### src/hw/vmode_config.svh
`ifndef VMODE_CONFIG_SVH
`define VMODE_CONFIG_SVH

// Video memory layout

// Bytes per scan line, one byte per pixel
`define VMODE_PITCH 32'd320

// CPU addresses from here up hit the palette
`define VMODE_PALETTE_BASE 32'h01000000

// Palette entries, one per pixel byte value
`define VMODE_PALETTE_SIZE 256

`endif

### src/hw/vmode_pkg.sv
package vmode_pkg;

	// 0xRRGGBB
	typedef struct packed {
		logic [7:0] red;
		logic [7:0] green;
		logic [7:0] blue;
	} rgb_t;

	// Request side of CPU bus and both VRAM ports
	typedef struct packed {
		logic request;
		logic rw; // 1 = write
		logic [31:0] address;
		logic [31:0] wdata;
	} bus_req_t;

	typedef struct packed {
		logic [31:0] rdata;
		logic ready;
	} bus_rsp_t;

	typedef struct packed {
		logic strobe;
		logic [7:0] index;
		rgb_t colour;
	} palette_wr_t;

	typedef struct packed {
		logic [8:0] x;
		logic [8:0] y;
	} scan_pos_t;

	// Where a CPU access goes
	typedef enum logic [1:0] {
		TARGET_NONE,
		TARGET_VRAM,
		TARGET_PALETTE
	} cpu_target_e;

	typedef enum logic [1:0] {
		FETCH_IDLE,
		FETCH_WAIT, // Port B request out
		FETCH_HOLD
	} fetch_state_e;

endpackage

### src/hw/cpu_port_decode.sv
`include "vmode_config.svh"

module cpu_port_decode import vmode_pkg::*; (
	input bus_req_t i_cpu,
	output bus_rsp_t o_cpu,

	output bus_req_t o_vram_a,
	input bus_rsp_t i_vram_a,

	output palette_wr_t o_palette_wr
);

	cpu_target_e target;
	logic [31:0] palette_offset;
	logic [31:0] palette_word;

	always_comb begin
		if (!i_cpu.request)
			target = TARGET_NONE;
		else if (i_cpu.address < `VMODE_PALETTE_BASE)
			target = TARGET_VRAM;
		else
			target = TARGET_PALETTE;
	end

	// Palette entries sit on 32-bit boundaries
	assign palette_offset = i_cpu.address - `VMODE_PALETTE_BASE;
	assign palette_word = palette_offset >> 2;

	// Port A sees the CPU request unchanged
	always_comb begin
		o_vram_a = i_cpu;
		o_vram_a.request = (target == TARGET_VRAM);
	end

	always_comb begin
		o_palette_wr.strobe = (target == TARGET_PALETTE) && i_cpu.rw;
		o_palette_wr.index = palette_word[7:0];
		o_palette_wr.colour = i_cpu.wdata[23:0]; // Top byte ignored
	end

	always_comb begin
		case (target)
			TARGET_VRAM: begin
				o_cpu.ready = i_vram_a.ready; // VRAM may stall the CPU
				o_cpu.rdata = i_vram_a.rdata;
			end
			TARGET_PALETTE: begin
				// Write only, completes at once
				o_cpu.ready = 1'b1;
				o_cpu.rdata = 32'h0;
			end
			default: begin
				o_cpu.ready = 1'b0;
				o_cpu.rdata = 32'h0;
			end
		endcase
	end

endmodule

### config.mk
export PLATFORM = sky130hd
export DESIGN_NAME = cpu_port_decode
export DESIGN_NICKNAME = d
export VERILOG_FILES = /design/src/hw/vmode_pkg.sv /design/src/hw/cpu_port_decode.sv
export VERILOG_INCLUDE_DIRS = /design/src /design/src/hw
export SDC_FILE = /design/constraint.sdc
export NUM_CORES = 1
export LEC_CHECK = 0
export BUFFER_PORTS_ARGS = -buffer_cell sky130_fd_sc_hd__buf_2
export CAP_MARGIN = 20
export CORE_AREA = 2 2 91 93
export DETAILED_ROUTE_END_ITERATION = 10
export DIE_AREA = 0 0 93 95
export PLACE_DENSITY_LB_ADDON = 0.05
export SLEW_MARGIN = 20
export SYNTH_ARGS = -nofsm -noshare
export SYNTH_HDL_FRONTEND = slang
export SYNTH_SLANG_ARGS = --single-unit
export TNS_END_PERCENT = 50
### constraint.sdc
create_clock -name vclk -period 1.75
set_input_delay 0.35 -clock vclk [all_inputs]
set_output_delay 0.35 -clock vclk [all_outputs]
set_load 0.1 [all_outputs]
==> impl_metrics.csv <==
group,metric,value,unit
run_status,outcome,"finished with violations",
run_status,violations,"negative setup slack",
power_and_ir_drop,power.internal,0.0000910,W
finish,final_cell_area,2110,sq um
drt,avgViaCountPerCell,3.74,
timing,fmax,470,MHz
synth,synth_area_leaders,"buf_4, nor4_2, inv_1, buf_6, nor4_4",
timing,setup_viol,35,
setup_path,endpoint_kind,"primary output",
flow_run,cap_violations,0,
power_and_ir_drop,power_frac_comb,100.0,%
timing,slew-limit-headroom,67.5,%
setup_path,crit_type,"input port to primary output",
timing,fin_setup_tns,-12020,ps
finish,drive_above_1_share,79.9,%
power_and_ir_drop,vdd_drop_max,105,uV
synth,synthXorXnorAreaFrac,0,%
timing,fin_crit,2130,ps
finish,diodes,0,
drt,drc_errors,0,
die,row_count,33,
power_and_ir_drop,p_leak,0.906,nW
drt,drt_pass1_iterations,3,
drt,initialDrtViolationCount,24,
clock_tree,cts_hold_buf,0,
power_and_ir_drop,cellPowerDensity,150,nW/um^2
timing,hold_viol_final,0,
synth,synth_top_family_by_area,"buffers and inverters",
synth,synth.mux.area_fraction,0,%
drt,avgRoutedWirePerCell,14.4,um
global_route,grt_max_degree,25,
synth,synth_seq_area_share,0,%
finish,clkbuf_count,0,
synth,yosysWarnings,0,
synth,synthAdderAreaFrac,0,%
placement,hpwl,3410,um
placement,portBuffers,87,
setup_path,required,1400,ps
global_route,track_usage,8.21,%
synth,ys_types,13,
die,die_area,8840,sq um
setup_path,arrival,1780,ps
power_and_ir_drop,power_switching,0.000226,W
finish,register_area,0,sq um
synth,synthSimpleGateAreaFrac,30.8,%
timing,tightest_slew,490,ps
synth,syn_avg_cell_area,7.71,sq um
power_and_ir_drop,netSwitchingFraction,71.3,%
synth,yosysMostFrequentCell,"buf_4",
synth,netlist_area,1370,sq um
power_and_ir_drop,clockPowerShare,0,%
timing,report.final.slew_viol_count,0,
synth,syn_inst,178,
drt,wl,3950,um
die,core,7930,sq um
drt,num_vias,1024,
placement,place_congestion,0.609,
power_and_ir_drop,seqPwrFrac,0,%
timing,fin_crit_sh,122,%
finish,fillerInstances,834,
finish,seq_cells,0,
setup_path,crit_path_start_kind,"input port",
die,fp.dieW,93,um
die,initial_utilization,17.3,%
global_route,grt_pass1_vias,1036,
placement,place_area,2050,sq um
synth,syn-num-nets,277,
synth,synth-compound-area-share,1.37,%
finish,nNetsFinal,270,
finish,area.growth.synth_to_final,54.1,%
synth,yosysTopAreaCell,"buf_4",
timing,rsz0062_at_grt,"true",
synth,synth_top_area_share,53.6,%
min_path,hold_class,"input port to primary output",
global_route,grt_pass1_wl,5830,um
global_route,gr-total-overflow,0,
global_route,grt_antenna_before_repair,0,
synth,synthTopCellsByCount,"buf_4, inv_1, nor4_2, buf_6",
timing,layout_setup_ws,-380,ps
finish,finalCoreUtilization,26.7,%
finish,multi_input_area,738,sq um
die,die_h,95,um
placement,dp_slack,-417,ps
die,ioPinCount,231,
timing,holdWs,700,ps
drt,antenna_left,0,
setup_path,crit_fanout,17,
==> cell families (layout without fill, tap and decap cells) <==
family                 count (synthesis)  in the layout
buffers and inverters                141            132
AO/OA/AOI/OAI                          2              2
AND/OR/NAND/NOR                       35             35
==> critical path, stage by stage <==
cell and delay (ps):
buf_6 90, or4_4 610, buf_12 220, nor4_4 280
buf_12 210
==> layer usage <==
metal | routed length [um] | vias up | part of all wire (%) | track usage [%]
li1 | - | 454 | - | -
met5 | 0 | - | 0 | 0
met2 | 2010 | 109 | 51 | 13.9
met3 | 515 | 26 | 13 | 3.99
met1 | 1250 | 435 | 32 | 8.77
met4 | 176 | 0 | 4.5 | 3.43
==> cell usage in the layout (no fill, tap or decap), drive strengths merged <==
master / instances
buf: 98
inv: 33
nor4: 32
or4: 2
nor3: 1
o31a: 1
o211a: 1
clkbuf: 1
==> timing repair <==
action                                  in CTS  in global routing
endpoints found under the hold margin        0                  0
pin swaps                                    3                  4
cloned                                       0                  1
resized for setup                            7                  0
setup buffers                                0                  1
endpoints found under the setup margin      35                 35
==> through the flow <==
step	total power [W]	instances
floorplan	0.00119	178
finish	0.000317	274
global placement	0.000310	272
global route	0.000335	274
CTS	0.000319	272
detailed placement	0.000311	272
==> power by group through the flow <==
stage | logic (W) | clock network [W] | registers (W)
6_report | 0.000317 | 0 | 0
5_1_grt | 0.000335 | 0 | 0
4_1_cts | 0.000319 | 0 | 0
3_5_place_dp | 0.000311 | 0 | 0
3_3_place_gp | 0.000310 | 0 | 0
2_1_floorplan | 0.00119 | 0 | 0
==> final cells by class <==
class              count  area share (%)
inverters             33            5.86
multi-input cells     37            34.9
well taps            105            6.21
repair buffers        99            53.0
==> final timing paths <==
path                       end  depth (start not counted)  slack [ps]       from
hold / removal    o_vram_a[44]                          0         700  i_cpu[44]
setup / recovery      o_cpu[7]                          5        -380  i_cpu[63]
No activity file was read; power rests on OpenSTA's default activity.
