`config.mk`:
```
export PLATFORM = sky130hd
export DESIGN_NAME = quad_fetch
export DESIGN_NICKNAME = d
export VERILOG_FILES = /design/src/hw/vmode_pkg.sv /design/src/hw/quad_fetch.sv
export VERILOG_INCLUDE_DIRS = /design/src /design/src/hw
export SDC_FILE = /design/constraint.sdc
export NUM_CORES = 1
export LEC_CHECK = 0
export ABC_AREA = 1
export BUFFER_PORTS_ARGS = -buffer_cell sky130_fd_sc_hd__buf_2
export CAP_MARGIN = 5
export CORE_MARGIN = 5
export CORE_UTILIZATION = 40
export CTS_CLUSTER_SIZE = 24
export DETAILED_ROUTE_END_ITERATION = 7
export HOLD_SLACK_MARGIN = 0.06
export PLACE_DENSITY_LB_ADDON = 0.25
export SETUP_SLACK_MARGIN = 0.02
export SLEW_MARGIN = 20
export SYNTH_ARGS = -nofsm -noshare
export SYNTH_HDL_FRONTEND = slang
export SYNTH_SLANG_ARGS = --single-unit
```
`constraint.sdc`:
```
create_clock -name i_clock -period 2.1 [get_ports i_clock]
set_clock_uncertainty 0.1 [all_clocks]
set_input_delay 0 -clock i_clock [delete_from_list [all_inputs] [get_ports i_clock]]
set_output_delay 0 -clock i_clock [all_outputs]
set_load 0.01 [all_outputs]
```
`src/hw/vmode_config.svh`:
```
`ifndef VMODE_CONFIG_SVH
`define VMODE_CONFIG_SVH

// Video memory layout

// Bytes per scan line, one byte per pixel
`define VMODE_PITCH 32'd320

// CPU addresses from here up hit the palette
`define VMODE_PALETTE_BASE 32'h01000000

// Palette entries, one per pixel byte value
`define VMODE_PALETTE_SIZE 256

`endif

```
`src/hw/vmode_pkg.sv`:
```
package vmode_pkg;

	// 0xRRGGBB
	typedef struct packed {
		logic [7:0] red;
		logic [7:0] green;
		logic [7:0] blue;
	} rgb_t;

	// Request side of CPU bus and both VRAM ports
	typedef struct packed {
		logic request;
		logic rw; // 1 = write
		logic [31:0] address;
		logic [31:0] wdata;
	} bus_req_t;

	typedef struct packed {
		logic [31:0] rdata;
		logic ready;
	} bus_rsp_t;

	typedef struct packed {
		logic strobe;
		logic [7:0] index;
		rgb_t colour;
	} palette_wr_t;

	typedef struct packed {
		logic [8:0] x;
		logic [8:0] y;
	} scan_pos_t;

	// Where a CPU access goes
	typedef enum logic [1:0] {
		TARGET_NONE,
		TARGET_VRAM,
		TARGET_PALETTE
	} cpu_target_e;

	typedef enum logic [1:0] {
		FETCH_IDLE,
		FETCH_WAIT, // Port B request out
		FETCH_HOLD
	} fetch_state_e;

endpackage

```
`src/hw/quad_fetch.sv`:
```
`include "vmode_config.svh"

module quad_fetch import vmode_pkg::*; (
	input logic i_clock,
	input logic i_reset,

	input scan_pos_t i_video_pos,

	output bus_req_t o_vram_b,
	input bus_rsp_t i_vram_b,

	output logic [31:0] o_quad
);

	fetch_state_e state;
	logic request;
	logic [31:0] address;
	logic [31:0] next_quad; // Staging, fetched ahead
	logic [31:0] current_quad;

	logic [31:0] ahead_x;
	logic [31:0] line_base;
	logic [31:0] fetch_address;
	logic fetch_start;
	logic quad_start;
	logic quad_arriving;
	logic [31:0] incoming_quad;

	// Two pixels ahead of the scan
	assign ahead_x = {23'd0, i_video_pos.x} + 32'd2;
	assign line_base = {23'd0, i_video_pos.y} * `VMODE_PITCH;
	assign fetch_address = {ahead_x[31:2], 2'b00} + line_base;

	assign fetch_start = (ahead_x[1:0] == 2'd0);
	assign quad_start = (i_video_pos.x[1:0] == 2'd0);

	// Read only port
	always_comb begin
		o_vram_b.request = request;
		o_vram_b.rw = 1'b0;
		o_vram_b.address = address;
		o_vram_b.wdata = 32'h0;
	end

	always_ff @(posedge i_clock) begin
		if (i_reset) begin
			state <= FETCH_IDLE;
			request <= 1'b0;
			address <= 32'h0;
			next_quad <= 32'h0;
		end else begin
			case (state)
				FETCH_IDLE: begin
					if (fetch_start) begin
						request <= 1'b1;
						address <= fetch_address; // Held until ready
						state <= FETCH_WAIT;
					end
				end

				FETCH_WAIT: begin
					if (i_vram_b.ready) begin
						request <= 1'b0;
						next_quad <= i_vram_b.rdata;
						state <= FETCH_HOLD;
					end
				end

				FETCH_HOLD: begin
					// Idle again as x reaches 2 mod 4
					if (i_video_pos.x[1:0] == 2'd1)
						state <= FETCH_IDLE;
				end

				default: begin
					request <= 1'b0;
					state <= FETCH_IDLE;
				end
			endcase
		end
	end

	// A quad landing on the boundary cycle goes straight through
	assign quad_arriving = (state == FETCH_WAIT) && i_vram_b.ready;
	assign incoming_quad = quad_arriving ? i_vram_b.rdata : next_quad;

	always_ff @(posedge i_clock) begin
		if (i_reset)
			current_quad <= 32'h0;
		else if (quad_start)
			current_quad <= incoming_quad;
	end

	// New quad is on show from its first pixel
	assign o_quad = quad_start ? incoming_quad : current_quad;

endmodule

```
==> results by group <==
Setup path
  • Slowest stage cell, crit path: dlygate4sd3_1
  • Max stage delay on crit path: 0.52 ns
  • Cell count of the worst reg-to-reg path: 6
  • Critical setup path kind: in2reg
  • CP Cell Sequence: dlygate4sd3_1, buf_2, ha_1, ha_4, nand2_1, nor2_1, nand2_1, nand3_1, nand2_1, nand2_2, inv_1, nand3_1, nand2_1, nand3_1, a21oi_1
  • R2R Setup Slk: 0.33 ns
  • Critical path peak fanout: 6
  • Top cell by count, worst path: nand2_1
  • End of the worst register-to-register path: next_quad[28]
  • Worst reg2reg startpoint: state[1]
  • Crit start category: input pin
  • CP required: 2.22 ns
  • CP Capture Type: register
  • Arrival time at the worst endpoint: 2.07 ns

Drt
  • Via count: 3739
  • First-iteration detailed-routing DRC count: 218
  • DR vias/cell: 4.33
  • DRT Wirelength: 9810 microns
  • DRC violations left: 0
  • First-pass iteration count of the detailed router: 4
  • Post-route ant nets: 0
  • WL per Instance: 11.3 microns

Layout
  • Share of layout cells above drive strength 1: 0.239
  • Filler cells: 1027
  • Area growth syn-to-layout: 29.5%
  • Net count, final: 793
  • Fin cells: 864
  • Antenna diodes: 0
  • Finished Core Util: 0.524

Floorplan
  • Die height: 114 microns
  • Placement Rows: 38
  • Initial core utilization: 0.404
  • Die X: 114 microns
  • Core area: 10700 sq um
  • Die area: 13000 sq um
  • Ports: 151

Timing
  • Fmax achieved: 0.513 GHz
  • RSZ-0062 raised after global routing: yes
  • Setup ws final: 0.151 ns
  • Final setup TNS: 0 ns
  • Final Critical Period: 1.95 ns
  • Final hold viol count: 0
  • Final Cycle Share: 0.928
  • Setup Viol. Count Final: 0
  • Final Max Slew Viols: 0
  • Hold_ws: 0.0954 ns

Synth
  • Seq/Total Area, Yosys: 0.387
  • Synth warn: 0
  • Gate Count Post-Synth: 561
  • Post-Syn Area: 4350 sq um
  • Mean Syn Cell Area: 7.75 sq um
  • Yosys cell types: 29
  • Register bit total from synthesis: 84

Global routing
  • First-pass GRT wire length: 16000 microns
  • Largest net degree at the start of global routing: 66
  • Vias in the first global route: 3554
  • Total grt overflow: 0
  • Number of antenna violations at the first check in global routing: 0
  • Gr usage total: 0.151

Placement
  • Global placement routability congestion: 0.854
  • Pre-CTS WS: -0.151 ns
  • Detailed placement HPWL: 7180 microns
  • Buffers on Ports: 102
  • Dpl cells: 800

Hold path
  • Hold Crit Class: in2reg
  • Critical hold path startpoint: i_video_pos[10]
  • Worst hold stages: 5
  • Hold Crit Endpoint: state[1]

Clock network
  • Num CTS Buffers: 9
  • CTS tree: built
  • CTS max path bufs: 2
  • CTS Sinks: 84
  • Clock transition at the registers of the reported paths: 0.09 ns
  • Clk Latency, worst-skew pair: 0.35 ns
  • Clock root cell: clkbuf_8
  • H-tree levels: 3

Job
  • Max_cap viols: 0

Power and ir drop
  • Worst vdd ir: 290 uV
  • Leak: 0.00312 uW
  • Cell Pwr Density: 661 nW/um^2

Run status
  • Status: complete, no violations
registers in the layout (all words and copies together), names as in the netlist:
| signal | flops |
|---|---|
| address | 17 |
| current_quad | 32 |
| next_quad | 32 |
| request | 1 |
| state | 2 |
worst max path at each step:
stage | start | to | slack, ns | cells past startpoint
after floorplan | i_video_pos[10] | address[16] | 0.14 | 13
after global placement | i_video_pos[10] | address[16] | -0.10 | 17
after detailed placement | i_video_pos[10] | address[16] | -0.15 | 17
after CTS | i_video_pos[8] | address[16] | 0.08 | 14
after global routing | i_video_pos[8] | address[16] | 0.007 | 14
final | i_video_pos[8] | address[16] | 0.15 | 15
synthesized netlist by cell type (all sizes together):
library cell,instances,area (sq um)
a211o,1,8.76
a21oi,16,80.1
buf,54,412
clkbuf,16,60.1
conb,1,3.75
dfxtp,84,1680
fa,2,40.0
ha,19,238
inv,67,252
mux2i,32,320
nand2,83,322
nand3,19,118
nand3b,4,30.0
nand4,3,18.8
nor2,98,383
nor4,1,21.3
o21ai,48,244
xnor2,3,26.3
xor2,10,87.6
routing by layer:
layer	part of all wire	wire, microns	track usage
met1	0.44	4340	0.185
met2	0.48	4700	0.255
met3	0.056	553	0.0291
met5	0	0	0
met4	0.022	213	0.0697
worst max-delay path, delay by kind of cell:
kind            cells  cell delay (ns)
compound gates      1             0.06
fa+ha+maj           2             0.62
buf+inv             3             0.72
simple gates        9             0.68
placed cells by master, fill, tap and decap left out, types with 17 or more instances in the layout:
master and n:
ha_1 17, mux2i_1 27, buf_2 102, conb_1 48, buf_4 22, dfxtp_1 82, dlygate4sd3_1 44, nor2_1 93
inv_1 60, nand2_1 78, o21ai_1 46
metrics by stage:
stage,cell area (sq um),total power [uW]
final,5630,3720
after floorplan,4520,2330
after detailed placement,4920,2540
after CTS,5570,3750
after global placement,4920,2530
after global routing,5630,3960
report_power, final:
part           internal (uW)  switching [uW]  total [uW]
Clock                    555             569        1120
Combinational            384             505         889
Sequential              1670            31.7        1700
Total                   2610            1110        3720
cell families after synthesis:
group / share of synthesized area
buffers and inverters: 0.166
other: 0.000863
multiplexers: 0.0737
AND/OR/NAND/NOR: 0.205
flip-flops: 0.387
AO/OA/AOI/OAI: 0.0766
adder cells (fa/ha/maj): 0.0639
XOR/XNOR: 0.0262
layout make-up:
type / instances / area, sq um / area share
Clock buffer: 11 / 131 / 0.0234
Multi-Input combinational cell: 387 / 2170 / 0.385
Sequential cell: 84 / 1680 / 0.299
Clock inverter: 5 / 60.1 / 0.0107
Inverter: 67 / 251 / 0.0447
Timing Repair Buffer: 170 / 1160 / 0.206
Tap cell: 140 / 175 / 0.0311
what timing repair did:
| action | 4_1_cts | 5_1_grt |
|---|---|---|
| buffers inserted | 3 | 1 |
| setup endpoints to repair | 16 | 16 |
| hold buffers | 44 | 0 |
| gates resized for setup | 0 | 14 |
| pin swaps | 1 | 2 |
| endpoints found under the hold margin | 82 | 0 |
No activity file was read; power rests on OpenSTA's default activity.
